### src/include/mfp_config.svh
`ifndef MFP_CONFIG_SVH
`define MFP_CONFIG_SVH

// address map
`define MFP_RAM_BASE           32'h0000_0000
`define MFP_RAM_MASK_BITS      20
`define MFP_RAM_ADDR_WIDTH     10    // 1K words fills the 4 KB region
`define MFP_GPIO_BASE          32'h1F80_0000
`define MFP_GPIO_MASK_BITS     20
`define MFP_GPIO_OFFSET_WIDTH  (32 - `MFP_GPIO_MASK_BITS)

// board pins
`define MFP_WIDTH_SW           18
`define MFP_WIDTH_BTN          5
`define MFP_WIDTH_LEDR         18
`define MFP_WIDTH_LEDG         8

// program loader serial line
`define MFP_UART_CLKS_PER_BIT  16
`define MFP_UART_IDLE_BITS     20    // quiet time that closes a session

`endif

### src/logic/mfp_ahb_pkg.sv
`include "mfp_config.svh"

package mfp_ahb_pkg;

    typedef logic [31:0] haddr_t;
    typedef logic [31:0] hdata_t;

    typedef enum logic [1:0] {
        HTRANS_IDLE   = 2'b00,
        HTRANS_BUSY   = 2'b01,
        HTRANS_NONSEQ = 2'b10,
        HTRANS_SEQ    = 2'b11
    } htrans_t;

    typedef logic [2:0] hsize_t;

    // only word transfers on this fabric
    localparam hsize_t HSIZE_WORD = 3'd2;

    typedef logic [`MFP_RAM_ADDR_WIDTH-1:0] ram_addr_t;

endpackage

### src/logic/mfp_board_pkg.sv
`include "mfp_config.svh"

package mfp_board_pkg;

    typedef logic [`MFP_WIDTH_SW-1:0]   sw_t;
    typedef logic [`MFP_WIDTH_BTN-1:0]  btn_t;
    typedef logic [`MFP_WIDTH_LEDR-1:0] ledr_t;
    typedef logic [`MFP_WIDTH_LEDG-1:0] ledg_t;
    typedef logic [31:0]                seg_t;

    // byte offsets inside the gpio region
    typedef enum logic [`MFP_GPIO_OFFSET_WIDTH-1:0] {
        GPIO_LEDR = 'h00,
        GPIO_LEDG = 'h04,
        GPIO_SEG  = 'h08,
        GPIO_SW   = 'h0C,
        GPIO_BTN  = 'h10
    } gpio_reg_t;

endpackage

### src/logic/mfp_ahb_if.sv
`timescale 1ns/1ps

interface mfp_ahb_if import mfp_ahb_pkg::*; ();

    haddr_t  haddr;
    htrans_t htrans;
    logic    hwrite;
    hsize_t  hsize;
    hdata_t  hwdata;     // data phase
    logic    ram_sel;    // address phase decode
    logic    gpio_sel;
    hdata_t  ram_rdata;
    hdata_t  gpio_rdata;

    modport ctrl (
        output haddr, htrans, hwrite, hsize, hwdata, ram_sel, gpio_sel,
        input  ram_rdata, gpio_rdata
    );

    modport ram (
        input  haddr, htrans, hwrite, hwdata, ram_sel,
        output ram_rdata
    );

    modport gpio (
        input  haddr, htrans, hwrite, hwdata, gpio_sel,
        output gpio_rdata
    );

endinterface

### src/logic/mfp_gpio.sv
`timescale 1ns/1ps

module mfp_gpio import mfp_ahb_pkg::*, mfp_board_pkg::*; (
    input  logic    hclk,
    input  logic    arst_n,
    mfp_ahb_if.gpio bus,
    input  sw_t     pin_sw,
    input  btn_t    pin_btn,
    output ledr_t   pin_ledr,
    output ledg_t   pin_ledg,
    output seg_t    pin_seg
);
    gpio_reg_t reg_q;
    logic      wr_q;
    logic      access;

    assign access = bus.gpio_sel && bus.htrans == HTRANS_NONSEQ;

    always_ff @(posedge hclk or negedge arst_n) begin
        if (!arst_n) begin
            reg_q    <= GPIO_LEDR;
            wr_q     <= 1'b0;
            pin_ledr <= '0;
            pin_ledg <= '0;
            pin_seg  <= '0;
        end else begin
            wr_q <= access && bus.hwrite;
            if (access)
                reg_q <= gpio_reg_t'(bus.haddr[$bits(gpio_reg_t)-1:0]);
            if (wr_q) begin
                case (reg_q)
                    GPIO_LEDR: pin_ledr <= bus.hwdata[$bits(ledr_t)-1:0];
                    GPIO_LEDG: pin_ledg <= bus.hwdata[$bits(ledg_t)-1:0];
                    GPIO_SEG:  pin_seg  <= bus.hwdata;
                    default: ;   // inputs and holes ignore writes
                endcase
            end
        end
    end

    // switches and buttons are read live
    always_comb begin
        case (reg_q)
            GPIO_LEDR: bus.gpio_rdata = hdata_t'(pin_ledr);
            GPIO_LEDG: bus.gpio_rdata = hdata_t'(pin_ledg);
            GPIO_SEG:  bus.gpio_rdata = hdata_t'(pin_seg);
            GPIO_SW:   bus.gpio_rdata = hdata_t'(pin_sw);
            GPIO_BTN:  bus.gpio_rdata = hdata_t'(pin_btn);
            default:   bus.gpio_rdata = '0;
        endcase
    end

    assert property (@(posedge hclk) disable iff (!arst_n)
        wr_q |-> !(reg_q inside {GPIO_SW, GPIO_BTN}));

endmodule

### src/flat_wrapper.sv
// flat-port wrapper written by rule: the top's interface ports become plain ports
module mfp_gpio_flat import mfp_ahb_pkg::*, mfp_board_pkg::*;
  (hclk, arst_n, pin_sw, pin_btn, pin_ledr, pin_ledg, pin_seg, bus_haddr, bus_htrans, bus_hwrite, bus_hwdata, bus_gpio_sel, bus_gpio_rdata);
  mfp_ahb_if bus_i ();
  input  logic hclk;
  input  logic arst_n;
  input  sw_t pin_sw;
  input  btn_t pin_btn;
  output ledr_t pin_ledr;
  output ledg_t pin_ledg;
  output seg_t pin_seg;
  input wire logic [$bits(bus_i.haddr)-1:0] bus_haddr;
  input wire logic [$bits(bus_i.htrans)-1:0] bus_htrans;
  input wire logic [$bits(bus_i.hwrite)-1:0] bus_hwrite;
  input wire logic [$bits(bus_i.hwdata)-1:0] bus_hwdata;
  input wire logic [$bits(bus_i.gpio_sel)-1:0] bus_gpio_sel;
  output wire logic [$bits(bus_i.gpio_rdata)-1:0] bus_gpio_rdata;
  assign bus_i.haddr = bus_haddr;
  assign bus_i.htrans = bus_htrans;
  assign bus_i.hwrite = bus_hwrite;
  assign bus_i.hwdata = bus_hwdata;
  assign bus_i.gpio_sel = bus_gpio_sel;
  assign bus_gpio_rdata = bus_i.gpio_rdata;
  mfp_gpio u_core (.hclk(hclk), .arst_n(arst_n), .bus(bus_i), .pin_sw(pin_sw), .pin_btn(pin_btn), .pin_ledr(pin_ledr), .pin_ledg(pin_ledg), .pin_seg(pin_seg));
endmodule
### config.mk
export PLATFORM = sky130hd
export DESIGN_NAME = mfp_gpio_flat
export DESIGN_NICKNAME = d
export VERILOG_FILES = /design/src/logic/mfp_ahb_pkg.sv /design/src/logic/mfp_board_pkg.sv /design/src/logic/mfp_ahb_if.sv /design/src/logic/mfp_gpio.sv /design/src/flat_wrapper.sv
export VERILOG_INCLUDE_DIRS = /design/src /design/src/include
export SDC_FILE = /design/constraint.sdc
export NUM_CORES = 1
export LEC_CHECK = 0
export ABC_CLOCK_PERIOD_IN_PS = 7000
export BUFFER_PORTS_ARGS = -buffer_cell sky130_fd_sc_hd__buf_2
export CAP_MARGIN = 0
export CORE_MARGIN = 5
export CORE_UTILIZATION = 49
export DETAILED_ROUTE_END_ITERATION = 6
export PLACE_DENSITY = 0.89
export SLEW_MARGIN = 20
export SYNTH_ARGS = -nofsm -noshare
export SYNTH_HDL_FRONTEND = slang
export SYNTH_SLANG_ARGS = --single-unit
export TNS_END_PERCENT = 20
### constraint.sdc
create_clock -name hclk -period 7 [get_ports hclk]
set_clock_uncertainty 0.05 [all_clocks]
set_input_delay 1.4 -clock hclk [delete_from_list [all_inputs] [get_ports hclk]]
set_output_delay 1.4 -clock hclk [all_outputs]
set_load 0.005 [all_outputs]
==> results.ini <==
[clocking]
numCtsBuffers=9
root_buffer=clkbuf_8
cts_buffer_depth=2
cts.sinks=71
post_cts_buffers=0
cts_hold_buf=0
cts_tree=done
path_clk_slew_ns=0.07
htreeDepth=3
cts_resized=0
insertion_delay_ns=0.33

[die]
start_util_pct=50.6
io_pins=183
die_w_um=94.3
die-area_sq_mm=0.00888
die_y_um=94.3
core-area_sq_mm=0.00687
num_rows=30

[sta]
rsz0062_at_grt=false
drv_slew=0
tns_ns=0
hold_viol_final=0
period_needed_ns=3.83
slew_headroom_pct=41.6
fmax_mhz=261
tightestPinTransition_ns=0.876
whs_ns=0.450
setup_viol=0
finalCritPeriodShare_pct=54.7

[critical_path]
critPathMaxFanout=10
crit_path_start_kind=flop
worst_setup_path_end_kind=primary output
cp_data_arrival_time_ns=2.38
required_ns=5.55
path_class=flop to primary output

[yosys]
syn_nets=346
ys_ff_latch=71
synth_cell_types=31
synth_edf_count=0
syn_area_sq_mm=0.00348
yosysWarnings=0
synthFlopType=dfrtp_1
postSynthCellCount=253
syn_area_per_cell_sq_um=13.7
async_flop_share_pct=100
synth_seq_area_share_pct=51.1

[final_layout]
area_growth_pct=33.1
insertedDiodeCount=0
fillers=530
final_cell_mix=buf_2 (162), mux2_2 (79), dfrtp_1 (71), a22oi_1 (14), and3_1 (14)
final_area_sq_mm=0.00463
fin_cells=516
num-nets-final=508
layout-drive-gt1-share_pct=67.1
layout_commonest_cell=buf_2
fin_util_pct=67.4

[route]
drt.antenna.violating_nets=0
num_vias=2723
wirelength_mm=9.00
wire_per_inst_um=17.4
drtPass1Iterations=4
drc=0
via_per_inst=5.28
drt_iter0_markers=65

[power]
ir_drop_mv=0.152
cellLeakagePower_uw=0.00258
powerDensity_mw_per_mm2=217

[grt]
grt_pass1_vias=2857
grt_max_degree=72
grt_pass1_wl_mm=14.1
gr-total-overflow=0
grt_usage_pct=20.4
antenna_found_initial=0

[place]
portBuffers=162
dpl.hpwl_mm=6.64
placed_cell_area_sq_mm=0.00436
gp_congestion=0.735
dpl.cell_count=500

[outcome]
status=complete, no violations

[job]
cap_violations=0

[worst_hold_path]
hp-class=flop to flop

synth_stat cells (2+ instances only):
library cell | n | area (sq um)
a21oi_1 | 6 | 30.0
a22oi_1 | 14 | 105
and2_1 | 3 | 18.8
and3_1 | 14 | 87.6
buf_1 | 2 | 7.51
buf_2 | 3 | 15.0
clkbuf_1 | 8 | 30.0
dfrtp_1 | 71 | 1780
mux2_2 | 79 | 890
mux2_4 | 10 | 150
mux4_2 | 3 | 67.6
nand2_1 | 5 | 18.8
nor2_1 | 13 | 48.8
nor2b_1 | 2 | 12.5
nor4_4 | 3 | 63.8
or3_1 | 2 | 12.5
registers in the layout (all words and copies together) (netlist names):
| signal | count |
|---|---|
| u_core.pin_seg | 32 |
| u_core.pin_ledr | 18 |
| u_core.reg_q | 12 |
| u_core.pin_ledg | 8 |
| u_core.wr_q | 1 |
worst paths after layout:
path                             startpoint                  to  slack, ns  cells past startpoint
setup / recovery           u_core.reg_q[11]  bus_gpio_rdata[16]       3.17                      4
hold / removal              u_core.reg_q[9]     u_core.reg_q[9]       0.45                      1
setup reg to reg            u_core.reg_q[2]   u_core.pin_seg[5]       3.98                      5
hold reg to reg             u_core.reg_q[9]     u_core.reg_q[9]       0.45                      1
max in group asynchronous            arst_n     u_core.reg_q[3]       5.11                      2
min in group asynchronous            arst_n  u_core.pin_ledr[0]       1.20                      2
metal layers:
| metal | wire, um | GRT usage, % | part of all wire, % | up-vias |
|---|---|---|---|---|
| met5 | 0 | 0 | 0 | - |
| met4 | 112 | 7.46 | 1.2 | 0 |
| met3 | 717 | 4.81 | 8.0 | 9 |
| met2 | 4590 | 34.4 | 51 | 117 |
| met1 | 3580 | 25.3 | 40 | 1342 |
| li1 | - | - | - | 1255 |
stage by stage:
| step | setup WS [ns] | power [uW] |
|---|---|---|
| 3_3_place_gp | 3.31 | 586 |
| 5_1_grt | 3.01 | 1050 |
| 4_1_cts | 2.83 | 1010 |
| 3_5_place_dp | 3.20 | 593 |
| 2_1_floorplan | 3.55 | 536 |
| 6_report | 3.17 | 1000 |
critical path: stages (launching register included):
cell and delay [ns]:
dfrtp_1 0.38, or4_4 0.63, or4_1 0.73, nor2_1 0.19
buf_2 0.13
report_power, final:
part           internal (uW)  switching [uW]
combinational           66.3            62.9
clock                    271             147
sequential               429            27.2
total                    766             237
logic make-up (layout without fill, tap and decap cells):
| logic type | after synthesis | count (layout) | share of synthesized area (%) |
|---|---|---|---|
| DFF | 71 | 71 | 51.1 |
| buffers and inverters | 16 | 183 | 2.37 |
| AOI/OAI and AO/OA | 20 | 20 | 3.88 |
| and+or+nand+nor | 53 | 53 | 10.5 |
| muxes | 93 | 93 | 32.2 |
area by class of cell:
class / instances / area (sq um) / area share [%]
clock inverter: 7 / 135 / 2.92
clock buffer: 9 / 124 / 2.68
sequential: 71 / 1780 / 38.4
multi-input combinational: 166 / 1630 / 35.2
inverter: 1 / 3.75 / 0.0811
tap: 96 / 120 / 2.60
timing repair buffer: 166 / 841 / 18.2
No activity file was read; power rests on OpenSTA's default activity.
