$ cat config.mk
export PLATFORM = sky130hd
export DESIGN_NAME = mfp_bus_control_flat
export DESIGN_NICKNAME = d
export VERILOG_FILES = /design/src/logic/mfp_ahb_pkg.sv /design/src/logic/mfp_ahb_if.sv /design/src/logic/mfp_bus_control.sv /design/src/flat_wrapper.sv
export VERILOG_INCLUDE_DIRS = /design/src /design/src/include
export SDC_FILE = /design/constraint.sdc
export NUM_CORES = 1
export LEC_CHECK = 0
export BUFFER_PORTS_ARGS = -buffer_cell sky130_fd_sc_hd__buf_2
export CAP_MARGIN = 20
export CORE_AREA = 10 10 110 112
export DETAILED_ROUTE_END_ITERATION = 7
export DIE_AREA = 0 0 120 122
export SLEW_MARGIN = 0
export SYNTH_ARGS = -nofsm -noshare
export SYNTH_HDL_FRONTEND = slang
export SYNTH_SLANG_ARGS = --single-unit
$ cat constraint.sdc
create_clock -name hclk -period 1.65 [get_ports hclk]
set_clock_uncertainty 0.05 [all_clocks]
set_input_delay 0.33 -clock hclk [delete_from_list [all_inputs] [get_ports hclk]]
set_output_delay 0.33 -clock hclk [all_outputs]
set_load 0.01 [all_outputs]
$ cat src/include/mfp_config.svh
`ifndef MFP_CONFIG_SVH
`define MFP_CONFIG_SVH

// address map
`define MFP_RAM_BASE           32'h0000_0000
`define MFP_RAM_MASK_BITS      20
`define MFP_RAM_ADDR_WIDTH     10    // 1K words fills the 4 KB region
`define MFP_GPIO_BASE          32'h1F80_0000
`define MFP_GPIO_MASK_BITS     20
`define MFP_GPIO_OFFSET_WIDTH  (32 - `MFP_GPIO_MASK_BITS)

// board pins
`define MFP_WIDTH_SW           18
`define MFP_WIDTH_BTN          5
`define MFP_WIDTH_LEDR         18
`define MFP_WIDTH_LEDG         8

// program loader serial line
`define MFP_UART_CLKS_PER_BIT  16
`define MFP_UART_IDLE_BITS     20    // quiet time that closes a session

`endif

$ cat src/logic/mfp_ahb_pkg.sv
`include "mfp_config.svh"

package mfp_ahb_pkg;

    typedef logic [31:0] haddr_t;
    typedef logic [31:0] hdata_t;

    typedef enum logic [1:0] {
        HTRANS_IDLE   = 2'b00,
        HTRANS_BUSY   = 2'b01,
        HTRANS_NONSEQ = 2'b10,
        HTRANS_SEQ    = 2'b11
    } htrans_t;

    typedef logic [2:0] hsize_t;

    // only word transfers on this fabric
    localparam hsize_t HSIZE_WORD = 3'd2;

    typedef logic [`MFP_RAM_ADDR_WIDTH-1:0] ram_addr_t;

endpackage

$ cat src/logic/mfp_ahb_if.sv
`timescale 1ns/1ps

interface mfp_ahb_if import mfp_ahb_pkg::*; ();

    haddr_t  haddr;
    htrans_t htrans;
    logic    hwrite;
    hsize_t  hsize;
    hdata_t  hwdata;     // data phase
    logic    ram_sel;    // address phase decode
    logic    gpio_sel;
    hdata_t  ram_rdata;
    hdata_t  gpio_rdata;

    modport ctrl (
        output haddr, htrans, hwrite, hsize, hwdata, ram_sel, gpio_sel,
        input  ram_rdata, gpio_rdata
    );

    modport ram (
        input  haddr, htrans, hwrite, hwdata, ram_sel,
        output ram_rdata
    );

    modport gpio (
        input  haddr, htrans, hwrite, hwdata, gpio_sel,
        output gpio_rdata
    );

endinterface

$ cat src/logic/mfp_bus_control.sv
`timescale 1ns/1ps
`include "mfp_config.svh"

module mfp_bus_control import mfp_ahb_pkg::*; (
    input  logic    hclk,
    input  logic    arst_n,
    input  haddr_t  cpu_haddr,
    input  htrans_t cpu_htrans,
    input  logic    cpu_hwrite,
    input  hsize_t  cpu_hsize,
    input  hdata_t  cpu_hwdata,
    output hdata_t  cpu_hrdata,
    input  logic    memory_load,
    input  logic    load_valid,
    input  haddr_t  load_addr,
    input  hdata_t  load_data,
    output logic    cpu_reset_n,
    mfp_ahb_if.ctrl bus
);
    localparam haddr_t RAM_BASE  = `MFP_RAM_BASE;
    localparam haddr_t GPIO_BASE = `MFP_GPIO_BASE;
    localparam int     RAM_HI    = `MFP_RAM_MASK_BITS;
    localparam int     GPIO_HI   = `MFP_GPIO_MASK_BITS;

    logic addr_phase;
    logic dphase_load;      // loader write in data phase
    logic dphase_ram_rd;
    logic dphase_gpio_rd;

    // loader owns the bus for the whole session, cpu is ignored
    always_comb begin
        if (memory_load) begin
            bus.haddr  = load_addr;
            bus.htrans = load_valid ? HTRANS_NONSEQ : HTRANS_IDLE;
            bus.hwrite = 1'b1;
            bus.hsize  = HSIZE_WORD;
        end else begin
            bus.haddr  = cpu_haddr;
            bus.htrans = cpu_htrans;
            bus.hwrite = cpu_hwrite;
            bus.hsize  = cpu_hsize;
        end
    end

    assign bus.hwdata = dphase_load ? load_data : cpu_hwdata;

    assign bus.ram_sel  = bus.haddr[31 -: RAM_HI]  == RAM_BASE[31 -: RAM_HI];
    assign bus.gpio_sel = bus.haddr[31 -: GPIO_HI] == GPIO_BASE[31 -: GPIO_HI];

    assign addr_phase = bus.htrans == HTRANS_NONSEQ;

    always_ff @(posedge hclk or negedge arst_n) begin
        if (!arst_n) begin
            dphase_load    <= 1'b0;
            dphase_ram_rd  <= 1'b0;
            dphase_gpio_rd <= 1'b0;
            cpu_reset_n    <= 1'b1;
        end else begin
            dphase_load    <= memory_load && load_valid;
            dphase_ram_rd  <= addr_phase && !bus.hwrite && bus.ram_sel;
            dphase_gpio_rd <= addr_phase && !bus.hwrite && bus.gpio_sel;
            cpu_reset_n    <= !memory_load;   // cpu held while loading
        end
    end

    // unmapped reads return 0
    always_comb begin
        if (dphase_ram_rd)
            cpu_hrdata = bus.ram_rdata;
        else if (dphase_gpio_rd)
            cpu_hrdata = bus.gpio_rdata;
        else
            cpu_hrdata = '0;
    end

    // whichever master owns the bus, transfers are words
    assert property (@(posedge hclk) disable iff (!arst_n)
        bus.htrans == HTRANS_NONSEQ |-> bus.hsize == HSIZE_WORD);

endmodule

$ cat src/flat_wrapper.sv
// flat-port wrapper written by rule: the top's interface ports become plain ports
module mfp_bus_control_flat import mfp_ahb_pkg::*;
  (hclk, arst_n, cpu_haddr, cpu_htrans, cpu_hwrite, cpu_hsize, cpu_hwdata, cpu_hrdata, memory_load, load_valid, load_addr, load_data, cpu_reset_n, bus_haddr, bus_htrans, bus_hwrite, bus_hsize, bus_hwdata, bus_ram_sel, bus_gpio_sel, bus_ram_rdata, bus_gpio_rdata);
  mfp_ahb_if bus_i ();
  input  logic hclk;
  input  logic arst_n;
  input  haddr_t cpu_haddr;
  input  htrans_t cpu_htrans;
  input  logic cpu_hwrite;
  input  hsize_t cpu_hsize;
  input  hdata_t cpu_hwdata;
  output hdata_t cpu_hrdata;
  input  logic memory_load;
  input  logic load_valid;
  input  haddr_t load_addr;
  input  hdata_t load_data;
  output logic cpu_reset_n;
  output wire logic [$bits(bus_i.haddr)-1:0] bus_haddr;
  output wire logic [$bits(bus_i.htrans)-1:0] bus_htrans;
  output wire logic [$bits(bus_i.hwrite)-1:0] bus_hwrite;
  output wire logic [$bits(bus_i.hsize)-1:0] bus_hsize;
  output wire logic [$bits(bus_i.hwdata)-1:0] bus_hwdata;
  output wire logic [$bits(bus_i.ram_sel)-1:0] bus_ram_sel;
  output wire logic [$bits(bus_i.gpio_sel)-1:0] bus_gpio_sel;
  input wire logic [$bits(bus_i.ram_rdata)-1:0] bus_ram_rdata;
  input wire logic [$bits(bus_i.gpio_rdata)-1:0] bus_gpio_rdata;
  assign bus_haddr = bus_i.haddr;
  assign bus_htrans = bus_i.htrans;
  assign bus_hwrite = bus_i.hwrite;
  assign bus_hsize = bus_i.hsize;
  assign bus_hwdata = bus_i.hwdata;
  assign bus_ram_sel = bus_i.ram_sel;
  assign bus_gpio_sel = bus_i.gpio_sel;
  assign bus_i.ram_rdata = bus_ram_rdata;
  assign bus_i.gpio_rdata = bus_gpio_rdata;
  mfp_bus_control u_core (.hclk(hclk), .arst_n(arst_n), .cpu_haddr(cpu_haddr), .cpu_htrans(cpu_htrans), .cpu_hwrite(cpu_hwrite), .cpu_hsize(cpu_hsize), .cpu_hwdata(cpu_hwdata), .cpu_hrdata(cpu_hrdata), .memory_load(memory_load), .load_valid(load_valid), .load_addr(load_addr), .load_data(load_data), .cpu_reset_n(cpu_reset_n), .bus(bus_i));
endmodule
==> results.py <==
metrics = {
    "grt": {
        "antenna_found_initial": 0,
        "grt_use_total_pct": 13.7,
        "grt_use_met2_pct": 26.9,
        "grt_max_degree": 34,
        "met3_usage_pct": 5.92,
        "grt_pass1_wl_mm": 16.6,
        "grt_overflow": 0,
        "grt.busiest_layer": "met2",
        "use_met1_pct": 13.4,
        "grt_pass1_vias": 3047,
    },
    "cells_and_area": {
        "final_cells": 619,
        "layout.nets": 686,
        "fin_area_um2": 4000,
        "n_antenna_cell": 0,
        "drive_gt1_share_pct": 85.9,
        "synthToLayoutAreaGrowth_pct": 182,
    },
    "floorplanning": {
        "die_width_um": 120,
        "initial_core_util_pct": 14.1,
        "coreArea_um2": 10000,
        "num_rows": 37,
        "dieArea_um2": 14600,
        "die_h_um": 122,
        "io_pins": 307,
    },
    "pwr": {
        "comb_power_share_pct": 74.1,
        "p_sw_share_pct": 32.7,
        "vdd_drop_max_v": 0.000143,
        "pwr-share-clk_pct": 17.4,
        "pwr-share-seq_pct": 8.5,
        "p_sw_mw": 0.407,
        "power.density_nw_per_um2": 311,
        "power.internal_mw": 0.836,
        "leakage_nw": 2.25,
    },
    "sta": {
        "fmaxAchievable_mhz": 521,
        "whs_ns": 0.393,
        "rsz0062_at_grt": "true",
        "hold_violations": 0,
        "tightest_slew_ns": 0.399,
        "period_needed_ns": 1.92,
        "setup_viol": 71,
        "post-route-period-util_pct": 116,
        "final.setup.worst_slack_ns": -0.270,
        "slew_headroom_pct": 73.2,
        "slew_violations": 0,
    },
    "clock_network": {
        "cts_max_path_buffers": 2,
        "clkTransAtPathRegs_ns": 0.03,
        "cts_htree_levels": 1,
        "clock-sinks": 4,
        "cts_tree": "done",
        "cts-buffers-inserted": 3,
        "clockRootBuffer": "clkbuf_8",
    },
    "route": {
        "drc": 0,
        "wl_per_cell_um": 19.0,
        "first_iter_violations": 67,
        "drtAntennaViolNets": 0,
        "via_per_inst": 4.27,
        "wl_mm": 11.8,
        "first_pass_iters": 4,
        "via_count": 2642,
    },
    "yosys": {
        "synth.distinct_cells": 28,
        "syn_area_um2": 1420,
        "synth.avg_cell_area_um2": 9.07,
        "synthTopCellsByCount": "mux2_2 (58), a22o_1 (32), clkbuf_1 (8)",
        "yosysTopAreaCell": "mux2_2",
        "synth_top_area_share_pct": 46.2,
        "synth_edf_count": 0,
        "async_flop_share_pct": 100,
        "synth.top_cells.by_area": "mux2_2 (46%), a22o_1 (20%), dfrtp_1 (5.3%)",
        "synth_nets": 358,
        "synth.most_common_cell": "mux2_2",
        "ys.flop_type": "dfrtp_1",
        "ys_ff_latch": 4,
        "yosys_warnings": 0,
        "seq_area_frac_synth_pct": 7.16,
        "synthCells": 156,
    },
    "status": {
        "outcome": "complete, but fails checks",
        "violations": "negative setup slack",
    },
    "setup_path": {
        "crit_type": "in2out",
        "cp-end-kind": "output pin",
        "crit_fanout": 3,
        "cp-start-kind": "primary input",
        "worstPathArrival_ns": 1.54,
        "cp.required_ns": 1.27,
    },
    "worst_hold_path": {
        "hold_path_class": "in2reg",
    },
    "placement": {
        "io_buffers": 306,
        "placed_cells_incl_taps": 601,
        "place_area_um2": 3250,
        "place.gp.congestion": 0.864,
        "hpwlAfterDp_mm": 9.38,
    },
    "flow_run": {
        "drv_cap": 0,
    },
}
## stage by stage
stage | TNS [ns] | util, % | total power [mW] | worst slack (ns)
after floorplan | -0.193 | - | 0.392 | -0.0963
after global placement | -6.54 | 32.4 | 0.800 | -0.336
after detailed placement | -7.26 | 32.4 | 0.810 | -0.380
after CTS | -5.63 | 37.9 | 1.20 | -0.284
after global routing | -6.42 | 39.8 | 1.32 | -0.321
final | -3.91 | 39.8 | 1.24 | -0.270
## critical path: stages
cell	delay (ns)
buf_6	0.09
or4b_4	0.54
o22ai_4	0.18
nand4b_4	0.16
nor2_4	0.13
buf_6	0.11
## power groups by stage
stage / sequential [mW] / clock (mW) / combinational (mW)
finish: 0.106 / 0.216 / 0.921
global route: 0.106 / 0.230 / 0.983
CTS: 0.106 / 0.224 / 0.867
detailed placement: 0.104 / 0 / 0.705
global placement: 0.105 / 0 / 0.695
floorplan: 0.105 / 0 / 0.287
## cell families (layout without fill, tap and decap cells)
| family | count (synthesis) | in the layout | synth area share (%) |
|---|---|---|---|
| buffers and inverters | 23 | 350 | 6.99 |
| muxes | 64 | 64 | 50.4 |
| and+or+nand+nor | 29 | 29 | 13.4 |
| DFF | 4 | 4 | 7.16 |
| AOI/OAI and AO/OA | 36 | 36 | 22.1 |
## cell usage in the layout, fill, tap and decap left out, types with 2 or more instances in the layout
cell       Yosys  routed
nor2b_1        4       3
nor2_4         0       3
mux2_4         0      33
or2_2          2       2
nor3_1         2       2
mux2_2        58      25
dfrtp_1        3       2
inv_1          7       7
buf_8          0       4
clkbuf_8       0       3
nor4_1         3       3
buf_16         0       3
mux2i_1        6       6
buf_2          4     261
clkbuf_16      0       3
nor2_1         6       3
a22o_1        32      32
buf_4          0      18
buf_12         0       5
nand2_1        3       3
buf_6          1      44
nor3_2         2       2
## flip-flops by register name, indices dropped and copies added (netlist names)
name and flops:
u_core.cpu_reset_n 1, u_core.dphase_load 1, u_core.dphase_ram_rd 1, u_core.dphase_gpio_rd 1
## path summary, 6_finish.rpt
path / start / end / slack (ns) / cells past startpoint
max in group asynchronous: arst_n / u_core.cpu_reset_n / 0.87 / 2
min: cpu_htrans[0] / u_core.dphase_ram_rd / 0.39 / 4
min in group asynchronous: arst_n / u_core.dphase_gpio_rd / 0.47 / 2
max: load_addr[21] / bus_ram_sel / -0.27 / 6
## repair_timing
| action | 4_1_cts | 5_1_grt |
|---|---|---|
| endpoints found under the hold margin | 3 | 0 |
| setup buffers | 3 | 5 |
| endpoints found under the setup margin | 62 | 79 |
| pin swaps | 7 | 7 |
| gates cloned | 5 | 2 |
| hold buffers | 1 | 0 |
| gates resized for setup | 63 | 39 |
## area by class of cell
cell class / instances / area (um2)
Multi-Input combinational cell: 129 / 1390
Clock buffer: 4 / 45.0
Tap cell: 136 / 170
Inverter: 7 / 26.3
Timing Repair Buffer: 339 / 2260
Fill cell: 1018 / 6050
Sequential cell: 4 / 103
## per-layer routing
metal	wire, um	part of all wire, %
met1	4060	34
met2	6400	54
met3	1240	11
met4	72	0.61
met5	0	0
(Power assumes the default switching activity.)
