===== config.mk =====
export PLATFORM = sky130hd
export DESIGN_NAME = mfp_uart_programmer
export DESIGN_NICKNAME = d
export VERILOG_FILES = /design/src/logic/mfp_ahb_pkg.sv /design/src/logic/mfp_uart_programmer.sv
export VERILOG_INCLUDE_DIRS = /design/src /design/src/include
export SDC_FILE = /design/constraint.sdc
export NUM_CORES = 1
export LEC_CHECK = 0
export BUFFER_PORTS_ARGS = -buffer_cell sky130_fd_sc_hd__buf_2
export CORE_MARGIN = 2
export CORE_UTILIZATION = 45
export CTS_BUF_LIST = sky130_fd_sc_hd__clkbuf_8
export DETAILED_ROUTE_END_ITERATION = 16
export PLACE_DENSITY = 0.77
export SYNTH_ARGS = -nofsm -noshare
export SYNTH_HDL_FRONTEND = slang
export SYNTH_SLANG_ARGS = --single-unit

===== constraint.sdc =====
create_clock -name hclk -period 3.7 [get_ports hclk]
set_clock_uncertainty 0.1 [all_clocks]
set_input_delay 0 -clock hclk [delete_from_list [all_inputs] [get_ports hclk]]
set_output_delay 0 -clock hclk [all_outputs]
set_load 0.05 [all_outputs]

===== src/include/mfp_config.svh =====
`ifndef MFP_CONFIG_SVH
`define MFP_CONFIG_SVH

// address map
`define MFP_RAM_BASE           32'h0000_0000
`define MFP_RAM_MASK_BITS      20
`define MFP_RAM_ADDR_WIDTH     10    // 1K words fills the 4 KB region
`define MFP_GPIO_BASE          32'h1F80_0000
`define MFP_GPIO_MASK_BITS     20
`define MFP_GPIO_OFFSET_WIDTH  (32 - `MFP_GPIO_MASK_BITS)

// board pins
`define MFP_WIDTH_SW           18
`define MFP_WIDTH_BTN          5
`define MFP_WIDTH_LEDR         18
`define MFP_WIDTH_LEDG         8

// program loader serial line
`define MFP_UART_CLKS_PER_BIT  16
`define MFP_UART_IDLE_BITS     20    // quiet time that closes a session

`endif


===== src/logic/mfp_ahb_pkg.sv =====
`include "mfp_config.svh"

package mfp_ahb_pkg;

    typedef logic [31:0] haddr_t;
    typedef logic [31:0] hdata_t;

    typedef enum logic [1:0] {
        HTRANS_IDLE   = 2'b00,
        HTRANS_BUSY   = 2'b01,
        HTRANS_NONSEQ = 2'b10,
        HTRANS_SEQ    = 2'b11
    } htrans_t;

    typedef logic [2:0] hsize_t;

    // only word transfers on this fabric
    localparam hsize_t HSIZE_WORD = 3'd2;

    typedef logic [`MFP_RAM_ADDR_WIDTH-1:0] ram_addr_t;

endpackage


===== src/logic/mfp_uart_programmer.sv =====
`timescale 1ns/1ps
`include "mfp_config.svh"

module mfp_uart_programmer import mfp_ahb_pkg::*; (
    input  logic   hclk,
    input  logic   arst_n,
    input  logic   uart_prg_rx,
    output logic   memory_load,
    output logic   load_valid,
    output haddr_t load_addr,
    output hdata_t load_data
);
    localparam int CLKS_PER_BIT = `MFP_UART_CLKS_PER_BIT;
    localparam int IDLE_CLKS    = `MFP_UART_IDLE_BITS * CLKS_PER_BIT;

    typedef logic [$clog2(CLKS_PER_BIT)-1:0] clk_cnt_t;
    typedef logic [$clog2(IDLE_CLKS+1)-1:0]  idle_cnt_t;
    typedef enum logic [1:0] {RX_IDLE, RX_START, RX_DATA, RX_STOP} rx_state_t;

    rx_state_t   state;
    logic        rx_meta;
    logic        rx_sync;
    clk_cnt_t    clk_cnt;
    logic        bit_end;
    logic [2:0]  bit_idx;
    logic [7:0]  rx_byte;
    logic [2:0]  byte_idx;   // position in the 8-byte record
    logic [63:0] record;     // address bytes first, lsb first
    idle_cnt_t   idle_cnt;

    assign bit_end   = clk_cnt == clk_cnt_t'(CLKS_PER_BIT - 1);
    assign load_addr = record[31:0];
    assign load_data = record[63:32];

    always_ff @(posedge hclk or negedge arst_n) begin
        if (!arst_n) begin
            rx_meta     <= 1'b1;
            rx_sync     <= 1'b1;
            state       <= RX_IDLE;
            clk_cnt     <= '0;
            bit_idx     <= '0;
            rx_byte     <= '0;
            byte_idx    <= '0;
            record      <= '0;
            idle_cnt    <= '0;
            memory_load <= 1'b0;
            load_valid  <= 1'b0;
        end else begin
            rx_meta    <= uart_prg_rx;
            rx_sync    <= rx_meta;
            load_valid <= 1'b0;
            clk_cnt    <= clk_cnt + 1'b1;
            case (state)
                RX_IDLE: begin
                    clk_cnt <= '0;
                    if (!rx_sync) begin
                        state       <= RX_START;
                        memory_load <= 1'b1;
                        idle_cnt    <= '0;
                    end else if (memory_load) begin
                        if (idle_cnt == idle_cnt_t'(IDLE_CLKS - 1)) begin
                            memory_load <= 1'b0;   // session over
                            byte_idx    <= '0;
                            idle_cnt    <= '0;
                        end else begin
                            idle_cnt <= idle_cnt + 1'b1;
                        end
                    end
                end
                RX_START: if (clk_cnt == clk_cnt_t'(CLKS_PER_BIT / 2 - 1)) begin
                    clk_cnt <= '0;
                    bit_idx <= '0;
                    state   <= rx_sync ? RX_IDLE : RX_DATA;  // glitch if high
                end
                RX_DATA: if (bit_end) begin
                    rx_byte <= {rx_sync, rx_byte[7:1]};
                    bit_idx <= bit_idx + 1'b1;
                    if (bit_idx == 3'd7)
                        state <= RX_STOP;
                end
                RX_STOP: if (bit_end) begin
                    state <= RX_IDLE;
                    if (rx_sync) begin   // framing errors are dropped
                        record     <= {rx_byte, record[63:8]};
                        byte_idx   <= byte_idx + 1'b1;
                        load_valid <= byte_idx == 3'd7;
                    end
                end
            endcase
        end
    end

    assert property (@(posedge hclk) disable iff (!arst_n) load_valid |-> memory_load);

endmodule


==> results of run 1 <==
worst register-to-register path: stages, from the launching register on:
cell     delay (ns)
dfrtp_1        0.38
ha_1           0.23
and4_4         0.28
and3_4         0.76
a21oi_1        0.19
mux2_2         0.32
kinds of logic (layout without fill, tap and decap cells):
family / after synthesis / after routing
AO/OA/AOI/OAI: 36 / 36
XOR/XNOR: 3 / 3
adder cells (fa/ha/maj): 6 / 6
buffers and inverters: 18 / 90
flip-flops: 97 / 97
multiplexers: 72 / 72
AND/OR/NAND/NOR: 53 / 53
metrics by stage:
stage / setup WS (ns) / util (%)
2_1_floorplan: 1.75 / -
3_3_place_gp: 1.40 / 50.5
3_5_place_dp: 1.30 / 50.5
4_1_cts: 1.30 / 53.2
5_1_grt: 1.15 / 53.2
6_report: 1.34 / 53.2
path summary, 6_finish.rpt:
path | to | slack, ns | cells past startpoint
worst max register to register | byte_idx[0] | 1.34 | 5
worst max-delay path | byte_idx[0] | 1.34 | 5
min in group asynchronous | clk_cnt[1] | 0.19 | 2
max in group asynchronous | record[56] | 2.44 | 3
worst min register to register | rx_sync | 0.26 | 0
worst min-delay path | rx_meta | 0.17 | 2
what timing repair did:
item                       in CTS  in global routing
hold endpoints to repair       76                  0
setup endpoints to repair       0                  0
hold buffers                    2                  0
Yosys cell counts, drive strengths merged:
library cell / number / area, sq um
a21o: 1 / 7.51
a311o: 1 / 10.0
a211oi: 1 / 7.51
and4: 1 / 11.3
a22o: 3 / 26.3
or2: 3 / 18.8
a221oi: 1 / 8.76
and3: 4 / 30.0
nand4: 1 / 6.26
nor2b: 3 / 18.8
or3: 4 / 25.0
o22ai: 3 / 18.8
a31oi: 7 / 43.8
nand3b: 1 / 7.51
dfstp: 2 / 52.6
a21oi: 6 / 30.0
nand4b: 1 / 8.76
mux2: 72 / 833
o211ai: 1 / 7.51
xnor2: 2 / 17.5
o31ai: 1 / 7.51
clkbuf: 4 / 15.0
o311ai: 1 / 8.76
nand2b: 6 / 37.5
and2: 3 / 18.8
nand2: 10 / 37.5
inv: 3 / 11.3
xor2: 1 / 8.76
nor3: 1 / 5.00
ha: 6 / 75.1
nand3: 8 / 40.0
dfrtp: 95 / 2380
buf: 11 / 101
nor2: 7 / 26.3
o21ai: 10 / 50.1
area by class of cell:
type                    count  area, sq um  share of cell area, %
clock buffers               9          124                   2.68
inverters                   3         11.3                  0.244
multi-input cells         170         1450                   31.5
repair buffers             71          370                   8.02
flip-flops and latches     97         2430                   52.6
well taps                 108          135                   2.93
clock inverters             7         95.1                   2.06
per-layer routing:
| metal | share of wire, % | vias up | GRT usage, % |
|---|---|---|---|
| met5 | 0 | - | 0 |
| met1 | 46 | 1240 | 21.4 |
| met4 | 1.8 | 0 | 6.64 |
| met2 | 48 | 54 | 23.9 |
| met3 | 4.2 | 10 | 3.44 |
| li1 | - | 1153 | - |
sequential cells by signal, indices dropped and copies added (netlist names), named ones only:
signal / flops
bit_idx: 3
byte_idx: 3
clk_cnt: 4
idle_cnt: 9
load_valid: 1
memory_load: 1
record: 64
rx_byte: 8
rx_meta: 1
rx_sync: 1
state: 1
power by group through the flow:
stage | sequential [uW] | clock [uW] | combinational (uW)
CTS | 1190 | 750 | 208
global route | 1200 | 797 | 232
global placement | 1200 | 0 | 194
floorplan | 1180 | 0 | 186
detailed placement | 1210 | 0 | 204
finish | 1190 | 734 | 203
==> qor.csv, run 1 <==
metric,value,unit
status,finished clean,
First DRT Iteration DRCs,135,
num rows,34,
critical path class,reg -> reg,
"commonest non-fill, non-tap cell in the layout",dfrtp_1,
fmax,423,MHz
cell count after synthesis,285,
Num Clock Sinks,97,
RR Startpoint,clk_cnt[0],
Final Hold Vio Count,0,
Clock Latency Late Sink,0.37,ns
NetSw,581,uW
Finish-stage setup viols,0,
crit end category,flip-flop,
CTS tree,built,
xor-xnor portion of the synthesized cell area,0.655,%
Gate power share,9.6,%
CP top delay family,simple AND/OR/NAND/NOR gates,
vias in the first global route,2370,
slew margin rel.,36.4,%
initial core utilization,46.2,%
largest family of logic cells by synthesized area,multiplexers,
# IOs,69,
diode count,0,
CTS H-tree lvls,3,
syn_nets,294,
die width,98.4,um
"commonest cells after routing, fill and taps aside","dfrtp_1, buf_2, mux2_2",
critical-path cell list,"ha_1, and4_4, and3_4, a21oi_1, mux2_2",
hold_ws,0.172,ns
overall routing resource usage,15.5,%
die area,9680,sq um
fillers,741,
dpl cell area,4380,sq um
RSZ-0062 raised after global routing,false,
CP Launch Point,clk_cnt[0],
final max-slew violation count,0,
largest net degree at the start of global routing,79,
compound-gate portion of the synthesized area,5.65,%
initial antenna violation count,0,
share of cells above drive strength 1,45.9,%
"Clk pin slew, worst setup/hold paths",0.10,ns
"non-filler cells, final",465,
post-layout min period,2.36,ns
simple-gate share of the synthesized area,7.27,%
vias,2457,
"Setup Fix Bufs, Post-CTS",0,
CTS resizes,0,
Antenna Nets Post-Route,0,
"Avg Cell Area, Syn",14.1,sq um
Wirelength per Cell,15.3,um
global-route wire length before repair,11.9,mm
Via density,5.28,
LEAKAGE,0.00242,uW
detailed-placement wirelength estimate,4.84,mm
max_cap viols,0,
mux cell area share after synthesis,20.8,%
residual DRC count,0,
Slew @ Worst Pin,0.954,ns
First-pass DRT Iterations,4,
slowest CP cell,and3_4,
WP data required,3.86,ns
Core Area,8680,sq um
clock tree buffer depth,2,
"Distinct cells, synth",40,
Worst Path Arrival,2.52,ns
root buf cell,clkbuf_8,
final instance area,4620,sq um
sequential cell area fraction in the yosys report,60.6,%
Design Power,2120,uW
Final period util,63.9,%
adder-cell share of the synthesized area,1.87,%
Reg power frac,55.8,%
post-synth design cell area,4010,sq um
synth warn,0,
worst hold path startpoint,uart_prg_rx,
Synth-to-Final Area Change,15.2,%
net count reported at finish,361,
CTS buffer count,9,
Crit path buffers/inverters,0,
Seq cells post-synth,97,
CP peak stage delay,0.76,ns
Internal Power,1540,uW
Hold Crit Class,in -> reg,
placed cell count,447,
GRT overflow,0,
setup tns final,0,ns
pwr dens,460,nW/um^2
Clk pwr share,34.6,%
gp weighted congestion,0.792,
I/O Buffers,68,
maximum VDD drop,0.202,mV
maximum fanout along the worst path,69,
share of total power consumed by net switching,27.4,%
die height,98.4,um
startpoint types,flip-flop,
Total Routed Length,7.14,mm
No activity file was read; power rests on OpenSTA's default activity.
==> inputs of run 2 (changes only) <==
clock period = 2.4 ns   (was 3.7 ns; I/O delays follow)
==> qor.csv, run 2 (synthesis gave the netlist of run 1 again) <==
metric,value,unit
gp weighted congestion,0.803,
"Setup Fix Bufs, Post-CTS",0,
Core Area,8680,sq um
slew margin rel.,53.4,%
Crit path depth,6,
Clk pwr share,35.2,%
CTS H-tree lvls,3,
largest net degree at the start of global routing,55,
Total Routed Length,7.34,mm
Finish-stage setup viols,0,
overall routing resource usage,15.6,%
initial core utilization,46.2,%
most flop-heavy register,record,
detailed-placement wirelength estimate,5.07,mm
"Clk pin slew, worst setup/hold paths",0.10,ns
Worst Path Arrival,2.09,ns
root buf cell,clkbuf_8,
global-route wire length before repair,12.2,mm
"commonest cells after routing, fill and taps aside","dfrtp_1, buf_2, mux2_2",
CP top delay family,simple AND/OR/NAND/NOR gates,
die height,98.4,um
Final Util,54.1,%
final max-slew violation count,0,
Wirelength per Cell,15.6,um
fmax,513,MHz
First-pass DRT Iterations,4,
largest registers,"record: 64 flops, idle_cnt: 9 flops, rx_byte: 8 flops",
share of cells above drive strength 1,46.3,%
I/O Buffers,68,
CTS buffer count,9,
CP peak stage delay,0.37,ns
net count reported at finish,365,
GRT overflow,0,
maximum fanout along the worst path,40,
clock tree buffer depth,2,
First DRT Iteration DRCs,80,
final instance area,4690,sq um
Internal Power,2470,uW
Worst R2R Setup Slack,0.45,ns
RR Startpoint,clk_cnt[0],
LEAKAGE,0.00246,uW
Hold Crit Class,in -> async,
Final Hold Vio Count,0,
CTS tree,built,
dpl cell area,4450,sq um
startpoint types,flip-flop,
die area,9680,sq um
max_cap viols,0,
CTS resizes,0,
slowest CP cell,dfrtp_1,
status,finished clean,
max reg flops,64,
Num Clock Sinks,97,
Clock Latency Late Sink,0.35,ns
CP Launch Point,clk_cnt[0],
critical-path cell list,"ha_1, and4_4, and3_4, buf_12, a21oi_1, mux2_2",
critical path class,reg -> reg,
Crit path buffers/inverters,1,
"commonest non-fill, non-tap cell in the layout",dfrtp_1,
Via density,5.29,
Antenna Nets Post-Route,0,
Reg2Reg Depth,6,
num rows,34,
die width,98.4,um
residual DRC count,0,
maximum VDD drop,0.368,mV
post-layout min period,1.95,ns
# IOs,69,
Final period util,81.2,%
Critical Path End,byte_idx[0],
NetSw,859,uW
initial antenna violation count,0,
diode count,0,
Reg power frac,54.8,%
pwr dens,711,nW/um^2
Slew @ Worst Pin,0.700,ns
Gate power share,10.0,%
FF-to-FF End,byte_idx[0],
RSZ-0062 raised after global routing,false,
vias in the first global route,2441,
setup tns final,0,ns
crit end category,flip-flop,
Synth-to-Final Area Change,17.0,%
share of total power consumed by net switching,25.8,%
vias,2481,
WP data required,2.54,ns
Design Power,3330,uW
-- run 2: cell type report --
| class | count | area [sq um] |
|---|---|---|
| inverters | 3 | 11.3 |
| repair buffers | 75 | 438 |
| multi-input cells | 170 | 1450 |
| flip-flops and latches | 97 | 2430 |
| clock inverters | 7 | 100 |
| well taps | 108 | 135 |
| clock buffers | 9 | 124 |
| fillers | 750 | 3990 |
-- run 2: how the worst min path moves through the flow --
| stage | start | to | slack, ns | cells past startpoint |
|---|---|---|---|---|
| floorplan | arst_n | async pin | -0.40 | 0 |
| global placement | arst_n | idle_cnt[3] | -0.02 | 1 |
| detailed placement | arst_n | memory_load | -0.01 | 1 |
| CTS | arst_n | memory_load | 0.13 | 2 |
| global route | uart_prg_rx | rx_meta | 0.18 | 2 |
| finish | arst_n | memory_load | 0.13 | 2 |
-- run 2: per-stage QoR --
stage | hold WS, ns | worst slack [ns] | std cells
CTS | 0.135 | 0.447 | 469
detailed placement | -0.0129 | 0.463 | 451
floorplan | -0.396 | 0.450 | 285
global placement | -0.0222 | 0.511 | 451
finish | 0.129 | 0.452 | 469
global route | 0.183 | 0.351 | 469
-- run 2: repair_timing --
item                                    CTS  global route
hold buffers                              2             0
hold endpoints to repair                 54             0
endpoints found under the setup margin    0             0
-- run 2: metal layers --
layer / share of wire [%] / vias to the layer above / track usage (%)
li1: - / 1160 / -
met1: 46 / 1237 / 21.6
met2: 48 / 75 / 24.3
met3: 4.8 / 9 / 2.65
met4: 1.6 / 0 / 6.64
met5: 0 / - / 0
-- run 2: power by group through the flow --
stage,logic [uW],clock network (uW),registers [uW]
6_report,335,1170,1830
5_1_grt,385,1260,1840
4_1_cts,343,1200,1820
3_5_place_dp,338,0,1860
3_3_place_gp,318,0,1850
2_1_floorplan,287,0,1820
-- run 2: worst register-to-register path, cell delays in order, from the launching register on --
cell and delay (ns):
dfrtp_1 0.37, ha_1 0.23, and4_4 0.29, and3_4 0.23
buf_12 0.23, a21oi_1 0.11, mux2_2 0.28
